**config.mk**
```make
export PLATFORM = sky130hd
export DESIGN_NAME = gfx_fb_writer
export DESIGN_NICKNAME = d
export VERILOG_FILES = /design/src/fb_pkg.sv /design/src/fb_clip.sv /design/src/fb_addr_gen.sv /design/src/fb_axi_writer.sv /design/src/gfx_fb_writer.sv
export SDC_FILE = /design/constraint.sdc
export NUM_CORES = 1
export LEC_CHECK = 0
export ABC_CLOCK_PERIOD_IN_PS = 5810
export BUFFER_PORTS_ARGS = -buffer_cell sky130_fd_sc_hd__buf_4
export CAP_MARGIN = 20
export CORE_MARGIN = 1
export CORE_UTILIZATION = 30
export CTS_BUF_LIST = sky130_fd_sc_hd__clkbuf_2 sky130_fd_sc_hd__clkbuf_4 sky130_fd_sc_hd__clkbuf_8
export DETAILED_ROUTE_END_ITERATION = 6
export HOLD_SLACK_MARGIN = 0.02
export SLEW_MARGIN = 5
export SYNTH_ARGS = -nofsm -noshare
export SYNTH_HDL_FRONTEND = slang
export SYNTH_HIERARCHICAL = 1
export SYNTH_SLANG_ARGS = --single-unit
```
**constraint.sdc**
```tcl
create_clock -name clk -period 5.81 [get_ports clk]
set_input_delay 0.581 -clock clk [delete_from_list [all_inputs] [get_ports clk]]
set_output_delay 0.581 -clock clk [all_outputs]
set_load 0.02 [all_outputs]
```
**src/fb_pkg.sv**
```systemverilog
package fb_pkg;

  // screen and bus widths.
  localparam int h_width = 12;
  localparam int v_width = 12;
  localparam int pixel_width = 12;
  localparam int axi_addr_width = 20;
  localparam int axi_id_width = 4;

  typedef logic [h_width-1:0] h_coord_t;
  typedef logic [v_width-1:0] v_coord_t;
  typedef logic [pixel_width-1:0] pixel_t;
  typedef logic [axi_addr_width-1:0] fb_index_t; // one pixel per address.
  typedef logic [axi_id_width-1:0] axi_id_t;

  localparam logic [1:0] resp_okay = 2'b00;

  // incoming pixel payload.
  typedef struct packed {
    h_coord_t x;
    v_coord_t y;
    pixel_t   pixel;
  } gfx_pixel_s;

  typedef struct packed {
    logic visible;
  } clip_result_s;

  typedef struct packed {
    fb_index_t index;
    pixel_t    pixel;
  } addr_result_s;

  // send covers both aw and w still open.
  typedef enum logic [1:0] {
    idle,
    send,
    resp
  } writer_state_e;

endpackage

```
**src/fb_clip.sv**
```systemverilog
module fb_clip
  import fb_pkg::*;
(
  input  logic         clk,
  input  logic         rst_n,
  input  logic         load,
  input  logic         take,
  input  gfx_pixel_s   pixel_in,
  input  h_coord_t     h_visible,
  input  v_coord_t     v_visible,
  output logic         stage_valid,
  output clip_result_s result
);

  logic         x_inside;
  logic         y_inside;
  logic         occupied;
  clip_result_s result_q;

  assign x_inside = pixel_in.x < h_visible;
  assign y_inside = pixel_in.y < v_visible;

  // occupancy of the stage.
  always_ff @(posedge clk) begin
    if (!rst_n) begin
      occupied <= 1'b0;
    end else if (load) begin
      occupied <= 1'b1; // refill wins over take.
    end else if (take) begin
      occupied <= 1'b0;
    end
  end

  // result held until the next load.
  always_ff @(posedge clk) begin
    if (load) begin
      result_q.visible <= x_inside && y_inside;
    end
  end

  assign stage_valid = occupied;
  assign result      = result_q;

endmodule

```
**src/fb_addr_gen.sv**
```systemverilog
module fb_addr_gen
  import fb_pkg::*;
(
  input  logic         clk,
  input  logic         rst_n,
  input  logic         load,
  input  logic         take,
  input  gfx_pixel_s   pixel_in,
  input  h_coord_t     h_visible,
  output logic         stage_valid,
  output addr_result_s result
);

  fb_index_t    row_base;
  fb_index_t    index_next;
  logic         occupied;
  addr_result_s result_q;

  // row-major index, y * width + x.
  assign row_base   = fb_index_t'(pixel_in.y) * fb_index_t'(h_visible);
  assign index_next = row_base + fb_index_t'(pixel_in.x);

  always_ff @(posedge clk) begin
    if (!rst_n) begin
      occupied <= 1'b0;
    end else if (load) begin
      occupied <= 1'b1;
    end else if (take) begin
      occupied <= 1'b0;
    end
  end

  // index and colour travel together.
  always_ff @(posedge clk) begin
    if (load) begin
      result_q.index <= index_next;
      result_q.pixel <= pixel_in.pixel;
    end
  end

  assign stage_valid = occupied;
  assign result      = result_q;

endmodule

```
**src/fb_axi_writer.sv**
```systemverilog
module fb_axi_writer
  import fb_pkg::*;
#(
  parameter int      axi_data_width = 16,
  parameter axi_id_t axi_id         = 4'h1
) (
  input  logic                        clk,
  input  logic                        rst_n,

  input  logic                        stage_valid,
  input  clip_result_s                clip,
  input  addr_result_s                addr,
  output logic                        take,

  output logic                        m_axi_awvalid,
  output fb_index_t                   m_axi_awaddr,
  output axi_id_t                     m_axi_awid,
  output logic [7:0]                  m_axi_awlen,
  output logic [2:0]                  m_axi_awsize,
  output logic [1:0]                  m_axi_awburst,
  input  logic                        m_axi_awready,

  output logic                        m_axi_wvalid,
  output logic [axi_data_width-1:0]   m_axi_wdata,
  output logic [axi_data_width/8-1:0] m_axi_wstrb,
  output logic                        m_axi_wlast,
  input  logic                        m_axi_wready,

  input  logic                        m_axi_bvalid,
  input  axi_id_t                     m_axi_bid,
  input  logic [1:0]                  m_axi_bresp,
  output logic                        m_axi_bready,

  output logic                        resp_error
);

  localparam logic [2:0] aw_size = 3'($clog2(axi_data_width / 8));

  writer_state_e             state;
  logic                      start_write;
  logic                      aw_done;
  logic                      w_done;
  logic                      resp_bad;
  fb_index_t                 awaddr_q;
  logic [axi_data_width-1:0] wdata_q;

  // a response handshake frees the writer in the same cycle.
  assign take = stage_valid &&
                (state == idle || (state == resp && m_axi_bvalid));
  assign start_write = take && clip.visible; // off-screen entries just drop.

  // channel closes now or already closed.
  assign aw_done  = !m_axi_awvalid || m_axi_awready;
  assign w_done   = !m_axi_wvalid || m_axi_wready;
  assign resp_bad = (m_axi_bresp != resp_okay) || (m_axi_bid != axi_id);

  always_ff @(posedge clk) begin
    if (!rst_n) begin
      state         <= idle;
      m_axi_awvalid <= 1'b0;
      m_axi_wvalid  <= 1'b0;
      resp_error    <= 1'b0;
    end else begin
      case (state)
        idle: begin
          if (start_write) begin
            m_axi_awvalid <= 1'b1;
            m_axi_wvalid  <= 1'b1;
            state         <= send;
          end
        end
        send: begin
          if (m_axi_awready) m_axi_awvalid <= 1'b0;
          if (m_axi_wready) m_axi_wvalid <= 1'b0;
          if (aw_done && w_done) begin
            state <= resp;
          end
        end
        resp: begin
          if (m_axi_bvalid) begin
            if (resp_bad) resp_error <= 1'b1; // sticky.
            if (start_write) begin
              m_axi_awvalid <= 1'b1;
              m_axi_wvalid  <= 1'b1;
              state         <= send;
            end else begin
              state <= idle;
            end
          end
        end
        default: state <= idle;
      endcase
    end
  end

  // payload loads only with a new write, stable while valid.
  always_ff @(posedge clk) begin
    if (start_write) begin
      awaddr_q <= addr.index;
      wdata_q  <= axi_data_width'(addr.pixel);
    end
  end

  assign m_axi_awaddr  = awaddr_q;
  assign m_axi_awid    = axi_id;
  assign m_axi_awlen   = 8'd0;
  assign m_axi_awsize  = aw_size;
  assign m_axi_awburst = 2'b01; // incr.

  assign m_axi_wdata = wdata_q;
  assign m_axi_wstrb = '1;
  assign m_axi_wlast = 1'b1;

  assign m_axi_bready = (state == resp);

endmodule

```
**src/gfx_fb_writer.sv**
```systemverilog
module gfx_fb_writer
  import fb_pkg::*;
#(
  parameter int      axi_data_width = 16,
  parameter axi_id_t axi_id         = 4'h1
) (
  input  logic                        clk,
  input  logic                        rst_n,

  input  logic                        s_gfx_valid,
  input  gfx_pixel_s                  s_gfx_pixel,
  output logic                        s_gfx_ready,

  input  h_coord_t                    h_visible,
  input  v_coord_t                    v_visible,

  output logic                        m_axi_awvalid,
  output fb_index_t                   m_axi_awaddr,
  output axi_id_t                     m_axi_awid,
  output logic [7:0]                  m_axi_awlen,
  output logic [2:0]                  m_axi_awsize,
  output logic [1:0]                  m_axi_awburst,
  input  logic                        m_axi_awready,

  output logic                        m_axi_wvalid,
  output logic [axi_data_width-1:0]   m_axi_wdata,
  output logic [axi_data_width/8-1:0] m_axi_wstrb,
  output logic                        m_axi_wlast,
  input  logic                        m_axi_wready,

  input  logic                        m_axi_bvalid,
  input  axi_id_t                     m_axi_bid,
  input  logic [1:0]                  m_axi_bresp,
  output logic                        m_axi_bready,

  output logic                        resp_error
);

  logic         stage_load;
  logic         clip_valid;
  logic         addr_valid;
  logic         take;
  clip_result_s clip_res;
  addr_result_s addr_res;

  // both stages fill and drain in lockstep.
  assign s_gfx_ready = !clip_valid || take;
  assign stage_load  = s_gfx_valid && s_gfx_ready;

  fb_clip u_clip (
    .clk        (clk),
    .rst_n      (rst_n),
    .load       (stage_load),
    .take       (take),
    .pixel_in   (s_gfx_pixel),
    .h_visible  (h_visible),
    .v_visible  (v_visible),
    .stage_valid(clip_valid),
    .result     (clip_res)
  );

  fb_addr_gen u_addr_gen (
    .clk        (clk),
    .rst_n      (rst_n),
    .load       (stage_load),
    .take       (take),
    .pixel_in   (s_gfx_pixel),
    .h_visible  (h_visible),
    .stage_valid(addr_valid),
    .result     (addr_res)
  );

  fb_axi_writer #(
    .axi_data_width(axi_data_width),
    .axi_id        (axi_id)
  ) u_writer (
    .clk          (clk),
    .rst_n        (rst_n),
    .stage_valid  (addr_valid),
    .clip         (clip_res),
    .addr         (addr_res),
    .take         (take),
    .m_axi_awvalid(m_axi_awvalid),
    .m_axi_awaddr (m_axi_awaddr),
    .m_axi_awid   (m_axi_awid),
    .m_axi_awlen  (m_axi_awlen),
    .m_axi_awsize (m_axi_awsize),
    .m_axi_awburst(m_axi_awburst),
    .m_axi_awready(m_axi_awready),
    .m_axi_wvalid (m_axi_wvalid),
    .m_axi_wdata  (m_axi_wdata),
    .m_axi_wstrb  (m_axi_wstrb),
    .m_axi_wlast  (m_axi_wlast),
    .m_axi_wready (m_axi_wready),
    .m_axi_bvalid (m_axi_bvalid),
    .m_axi_bid    (m_axi_bid),
    .m_axi_bresp  (m_axi_bresp),
    .m_axi_bready (m_axi_bready),
    .resp_error   (resp_error)
  );

endmodule

```
==> impl_metrics.env, run 1 <==
export IMPL_finalCriticalPeriod_ps=5130
export IMPL_synth_area_leader_cell="fa_1"
export IMPL_nFillCells=2600
export IMPL_p_total_mw=4.11
export IMPL_relSlewSlack_pct=34.1
export IMPL_multi_input_area_um2=4900
export IMPL_r2r_slack_ps=3940
export IMPL_cts_buffers=9
export IMPL_via_per_inst=4.38
export IMPL_crit_buf_inv=5
export IMPL_cts_clk_slew_worst_paths_ps=80
export IMPL_status="finished clean"
export IMPL_fin_crit_sh_pct=88.3
export IMPL_antenna_cells=0
export IMPL_antenna_left=0
export IMPL_synth_area_um2=7890
export IMPL_clock_sinks=72
export IMPL_skew_ps=11.7
export IMPL_slowest_delay_ps=540
export IMPL_place_inst=1196
export IMPL_dieHeight_um=164
export IMPL_post_cts_repair_setup_buffers=0
export IMPL_drc=0
export IMPL_final_net_count=1129
export IMPL_cts_resized=0
export IMPL_gp_congestion=0.816
export IMPL_cts_tree="built"
export IMPL_setup_worst_path_class="input pin to register"
export IMPL_worstPathCellList="buf_4, and2_1, fa_1, inv_1, fa_1, inv_1, fa_1, inv_1, fa_1, fa_1, inv_1, ha_1, a21o_1, a31o_2, nor3b_2, o41a_4, o211ai_2, a22o_1"
export IMPL_initialDrtViolationCount=271
export IMPL_design_area_um2=9120
export IMPL_timing_fmax_mhz=195
export IMPL_grt_max_degree=36
export IMPL_post_drt_wl_per_cell_um=13.7
export IMPL_worst_setup_path_start_kind="input pin"
export IMPL_worstPathArrival_ps=5240
export IMPL_slew_viol_final=0
export IMPL_grt_pass1_vias=5615
export IMPL_seq_area_um2=2090
export IMPL_rsz0062_at_grt="false"
export IMPL_synth_cell_types=53
export IMPL_synthCells=782
export IMPL_vias=5314
export IMPL_portBuffers=108
export IMPL_clkLatencyLatePin_ps=350
export IMPL_finalHoldViolCount=0
export IMPL_htreeDepth=3
export IMPL_drv_cap=0
export IMPL_drt_total_wl_um=16600
export IMPL_grt_use_total_pct=13.3
export IMPL_antenna_found_initial=0
export IMPL_stdcell_count=1212
export IMPL_dieWidth_um=164
export IMPL_path_max_fanout=13
export IMPL_die_area_um2=26900
export IMPL_grt_pass1_wl_um=27800
export IMPL_synth_edf_count=65
export IMPL_grt_overflow=0
export IMPL_setup_violations_final=0
export IMPL_ios=133
export IMPL_fin_tns_setup_ps=0
export IMPL_first_pass_iters=4
export IMPL_cts_hold_buffers=0
export IMPL_async_reset_ff_share_pct=0
export IMPL_synth_area_leaders="fa_1 27%, edfxtp_1 25%, ha_1 12%"
export IMPL_leakagePower_nw=4.41
export IMPL_hp_class="input pin to register"
export IMPL_crit_top_cell="fa_1"
export IMPL_endpoint_kind="register"
export IMPL_hpwl_um=13300
export IMPL_worst_slew_pin_slew_ps=988
export IMPL_avgSynthCellArea_um2=10.1
export IMPL_ys_seq_elements=72
export IMPL_core_area_um2=25500
export IMPL_crit_family="adder cells"
export IMPL_placed_cell_area_um2=8930
export IMPL_power_density_nw_per_um2=451
export IMPL_worst_path_max_delay_cell="fa_1"
export IMPL_synth_seq_area_share_pct=26.5
export IMPL_area_growth_pct=15.6
export IMPL_rows=58
export IMPL_clockBufferDepth=2
export IMPL_cts_root_buf="clkbuf_8"
export IMPL_start_util_pct=31.0
export IMPL_synth_top_cell_area_share_pct=26.9
export IMPL_drive_above_1_share_pct=15.6
export IMPL_synth_flop_cell="edfxtp_1"
export IMPL_ys_warn_count=6
export IMPL_peakVddDrop_v=0.000390
export IMPL_cp_required_ps=5920
## Yosys cell counts, types with 2 or more instances
library cell and count:
inv_1 191, fa_1 106, nand2_1 77, ha_1 74, and2_1 70, edfxtp_1 65, buf_4 24, clkbuf_1 22
xnor2_1 18, a21oi_1 16, nor2_1 15, o21ai_0 14, o21a_1 9, dfxtp_1 7, nor2b_1 7, nand2b_1 6
a21o_1 5, nand3_1 5, a211oi_1 4, nand4_1 4, nor3_1 4, nor3b_1 3, conb_1 2, o211a_1 2
o21ai_1 2, o22ai_1 2, xor2_1 2
## where the power goes
part	switching [mW]	total (mW)	internal, mW	leakage, nW
clock	0.191	0.385	0.194	0.0917
combinational	1.64	2.89	1.25	3.65
sequential	0.0256	0.839	0.813	0.667
total	1.85	4.11	2.26	4.41
## placed cells by master (no fill, tap or decap), types with 2 or more instances in the layout
cell / count
inv_1: 191
buf_4: 108
fa_1: 106
nand2_1: 77
ha_1: 74
and2_1: 70
edfxtp_1: 65
conb_1: 24
xnor2_1: 18
a21oi_1: 16
nor2_1: 15
o21ai_0: 14
clkbuf_8: 9
o21a_1: 9
nor2b_1: 7
dfxtp_1: 7
nand2b_1: 6
nand3_1: 5
a21o_1: 5
nor3_1: 4
a211oi_1: 4
nand4_1: 4
clkinv_1: 3
nor3b_1: 3
xor2_1: 2
o22ai_1: 2
o21ai_1: 2
o211a_1: 2
## layer usage
layer / vias to the layer above / track usage, % / wire, um
li1: 2548 / - / -
met1: 2632 / 16.4 / 7360
met2: 117 / 24.0 / 8240
met3: 17 / 1.82 / 768
met4: 0 / 3.41 / 215
met5: - / 0 / 0
## path summary, 6_finish.rpt
kind	startpoint	end	cells past startpoint
worst min register to register	u_addr_gen/result[11]	u_writer/m_axi_wdata[11]	0
worst max-delay path	h_visible[2]	u_addr_gen/result[28]	18
worst min-delay path	s_gfx_pixel[4]	u_addr_gen/result[4]	1
worst max register to register	u_writer/state[1]	u_addr_gen/result[19]	4
## state kept, by name, indices dropped and copies added, names as in the netlist
| register | cells |
|---|---|
| u_writer/m_axi_awaddr | 20 |
| u_clip/result | 1 |
| u_writer/state | 2 |
| u_addr_gen/result | 32 |
| u_writer/m_axi_wvalid | 1 |
| u_writer/resp_error | 1 |
| u_writer/m_axi_awvalid | 1 |
| u_addr_gen/stage_valid | 1 |
| u_writer/m_axi_wdata | 12 |
| u_clip/stage_valid | 1 |
## layout make-up
type / instances / area share (%)
multi-input cells: 495 / 53.7
flip-flops and latches: 72 / 22.9
repair buffers: 108 / 8.89
inverters: 191 / 7.86
well taps: 330 / 4.53
clock buffers: 9 / 1.36
clock inverters: 7 / 0.686
## metrics by stage
| stage | worst slack [ps] | hold slack, ps | utilization [%] |
|---|---|---|---|
| 6_report | 680 | 404 | 35.8 |
| 5_1_grt | 483 | 375 | 35.8 |
| 4_1_cts | 679 | 371 | 35.8 |
| 3_5_place_dp | 294 | 405 | 35.1 |
| 3_3_place_gp | 342 | 400 | 35.1 |
| 2_1_floorplan | 544 | 400 | - |
## cells by family (layout without fill, tap and decap cells)
group / after synthesis / in the layout / share of synthesized area [%]
AND/OR/NAND/NOR: 203 / 203 / 13.7
buffers and inverters: 237 / 315 / 12.4
multiplexers: 1 / 1 / 0.127
flip-flops: 72 / 72 / 26.5
adder cells (fa/ha/maj): 180 / 180 / 38.6
AO/OA/AOI/OAI: 67 / 67 / 6.27
other: 2 / 24 / 0.0952
XOR/XNOR: 20 / 20 / 2.22
Note: power is estimated with default switching activity, not from simulation.
==> run 2, diff against run 1 <==
Settings changed: BUFFER_PORTS_ARGS -buffer_cell sky130_fd_sc_hd__buf_4 to default, DONT_BUFFER_PORTS from default to 1, TNS_END_PERCENT from default to 30.
==> impl_metrics.env, run 2 (synthesis results as in run 1) <==
export IMPL_timing_fmax_mhz=202
export IMPL_worst_path_max_delay_cell="fa_1"
export IMPL_hold_ws_ps=318
export IMPL_slowest_delay_ps=540
export IMPL_cts_clk_slew_worst_paths_ps=80
export IMPL_initialDrtViolationCount=237
export IMPL_setup_worst_path_class="input pin to register"
export IMPL_hpwl_um=13300
export IMPL_pre_cts_slack_ps=465
export IMPL_relSlewSlack_pct=33.3
export IMPL_cts_hold_buffers=0
export IMPL_finalHoldViolCount=0
export IMPL_endpoint_kind="register"
export IMPL_cts_tree="built"
export IMPL_grt_use_total_pct=13.4
export IMPL_clockBufferDepth=2
export IMPL_antenna_left=0
export IMPL_hp_start="s_gfx_pixel[4]"
export IMPL_finalCriticalPeriod_ps=4950
export IMPL_antenna_cells=0
export IMPL_clock_sinks=72
export IMPL_layout_cells_most_common_list="191 x inv_1, 106 x fa_1, 77 x nand2_1"
export IMPL_core_area_um2=25500
export IMPL_vias=4943
export IMPL_first_pass_iters=4
export IMPL_cts_root_buf="clkbuf_8"
export IMPL_p_total_mw=4.05
export IMPL_largest_reg_flops=32
export IMPL_setup_violations_final=0
export IMPL_skew_ps=13.5
export IMPL_rsz0062_at_grt="false"
export IMPL_slew_viol_final=0
export IMPL_htreeDepth=3
export IMPL_gp_congestion=0.788
export IMPL_drt_total_wl_um=16800
export IMPL_final_common_cell="inv_1"
export IMPL_grt_pass1_vias=5391
export IMPL_cts_resized=0
export IMPL_area_growth_pct=5.43
export IMPL_seq_area_um2=2090
export IMPL_peakVddDrop_v=0.000326
export IMPL_power_density_nw_per_um2=488
export IMPL_cp_required_ps=5920
export IMPL_path_max_fanout=13
export IMPL_status="finished clean"
export IMPL_post_cts_repair_setup_buffers=0
export IMPL_fin_ws_ps=856
export IMPL_worst_setup_path_start_kind="input pin"
export IMPL_via_per_inst=4.48
export IMPL_multi_input_area_um2=4900
export IMPL_worstPathArrival_ps=5060
export IMPL_grt_overflow=0
export IMPL_fin_tns_setup_ps=0
export IMPL_reg2reg_from="u_writer/state[1]"
export IMPL_antenna_found_initial=0
export IMPL_die_area_um2=26900
export IMPL_dieWidth_um=164
export IMPL_crit_top_cell="fa_1"
export IMPL_worst_slew_pin_slew_ps=1000
export IMPL_rows=58
export IMPL_grt_pass1_wl_um=27600
export IMPL_nFillCells=2613
export IMPL_clkLatencyLatePin_ps=350
export IMPL_hp_class="input pin to register"
export IMPL_final_net_count=1021
export IMPL_portBuffers=0
export IMPL_ios=133
export IMPL_drc=0
export IMPL_cts_buffers=9
export IMPL_crit_start="h_visible[2]"
export IMPL_post_drt_wl_per_cell_um=15.2
export IMPL_drive_above_1_share_pct=4.26
export IMPL_drv_cap=0
export IMPL_dieHeight_um=164
export IMPL_leakagePower_nw=3.90
export IMPL_worstPathCellList="and2_1, fa_1, inv_1, fa_1, inv_1, fa_1, inv_1, fa_1, fa_1, inv_1, ha_1, a21o_1, a31o_2, nor3b_2, o41a_4, o211ai_2, a22o_1"
export IMPL_fin_crit_sh_pct=85.3
export IMPL_grt_max_degree=36
export IMPL_start_util_pct=31.0
[run 2: changes by cell type in the layout (fill, tap and decap cells not counted)]
cell	delta
clkinv_1	-3
buf_4	-108
clkinv_4	-1
clkbuf_4	+2
clkinv_2	+1
inv_6	+1
[run 2: critical path: cells and delay by family]
family,cells,cell delay [ps]
adders and majority gates,6,2880
AOI/OAI and AO/OA,5,970
and+or+nand+nor,2,420
buffers and inverters,4,190
[run 2: cell type report]
cell class,count,share of cell area [%]
flip-flops and latches,72,25.2
well taps,330,4.97
clock buffers,11,1.67
multi-input cells,495,58.9
inverters,191,8.62
clock inverters,5,0.677
[run 2: worst paths after layout]
kind                                  end  slack (ps)  depth (start not counted)
hold reg to reg   u_writer/m_axi_wdata[2]         420                          0
setup reg to reg     u_addr_gen/result[5]        3920                          4
setup / recovery    u_addr_gen/result[28]         860                         17
hold / removal       u_addr_gen/result[4]         320                          0
[run 2: layer usage]
metal  wire, um  vias to the layer above  GRT usage, %  part of all wire, %
met5          0                        -             0                    0
met4        165                        0          3.16                 0.98
met3        754                       11          2.02                  4.5
met2       8760                      120          24.4                   52
met1       7080                     2484          16.4                   42
li1           -                     2328             -                    -
[run 2: stage by stage]
step / util, % / instances / cell area, um^2
6_report: 32.6 / 1104 / 8320
5_1_grt: 32.6 / 1104 / 8320
4_1_cts: 32.6 / 1104 / 8320
3_5_place_dp: 31.9 / 1088 / 8120
3_3_place_gp: 31.9 / 1088 / 8120
2_1_floorplan: - / 804 / 7970
[run 2: report_power, final]
| group | internal (mW) | total (mW) | switching, mW |
|---|---|---|---|
| logic | 1.21 | 2.79 | 1.58 |
| registers | 0.815 | 0.869 | 0.0536 |
| clock network | 0.208 | 0.399 | 0.191 |
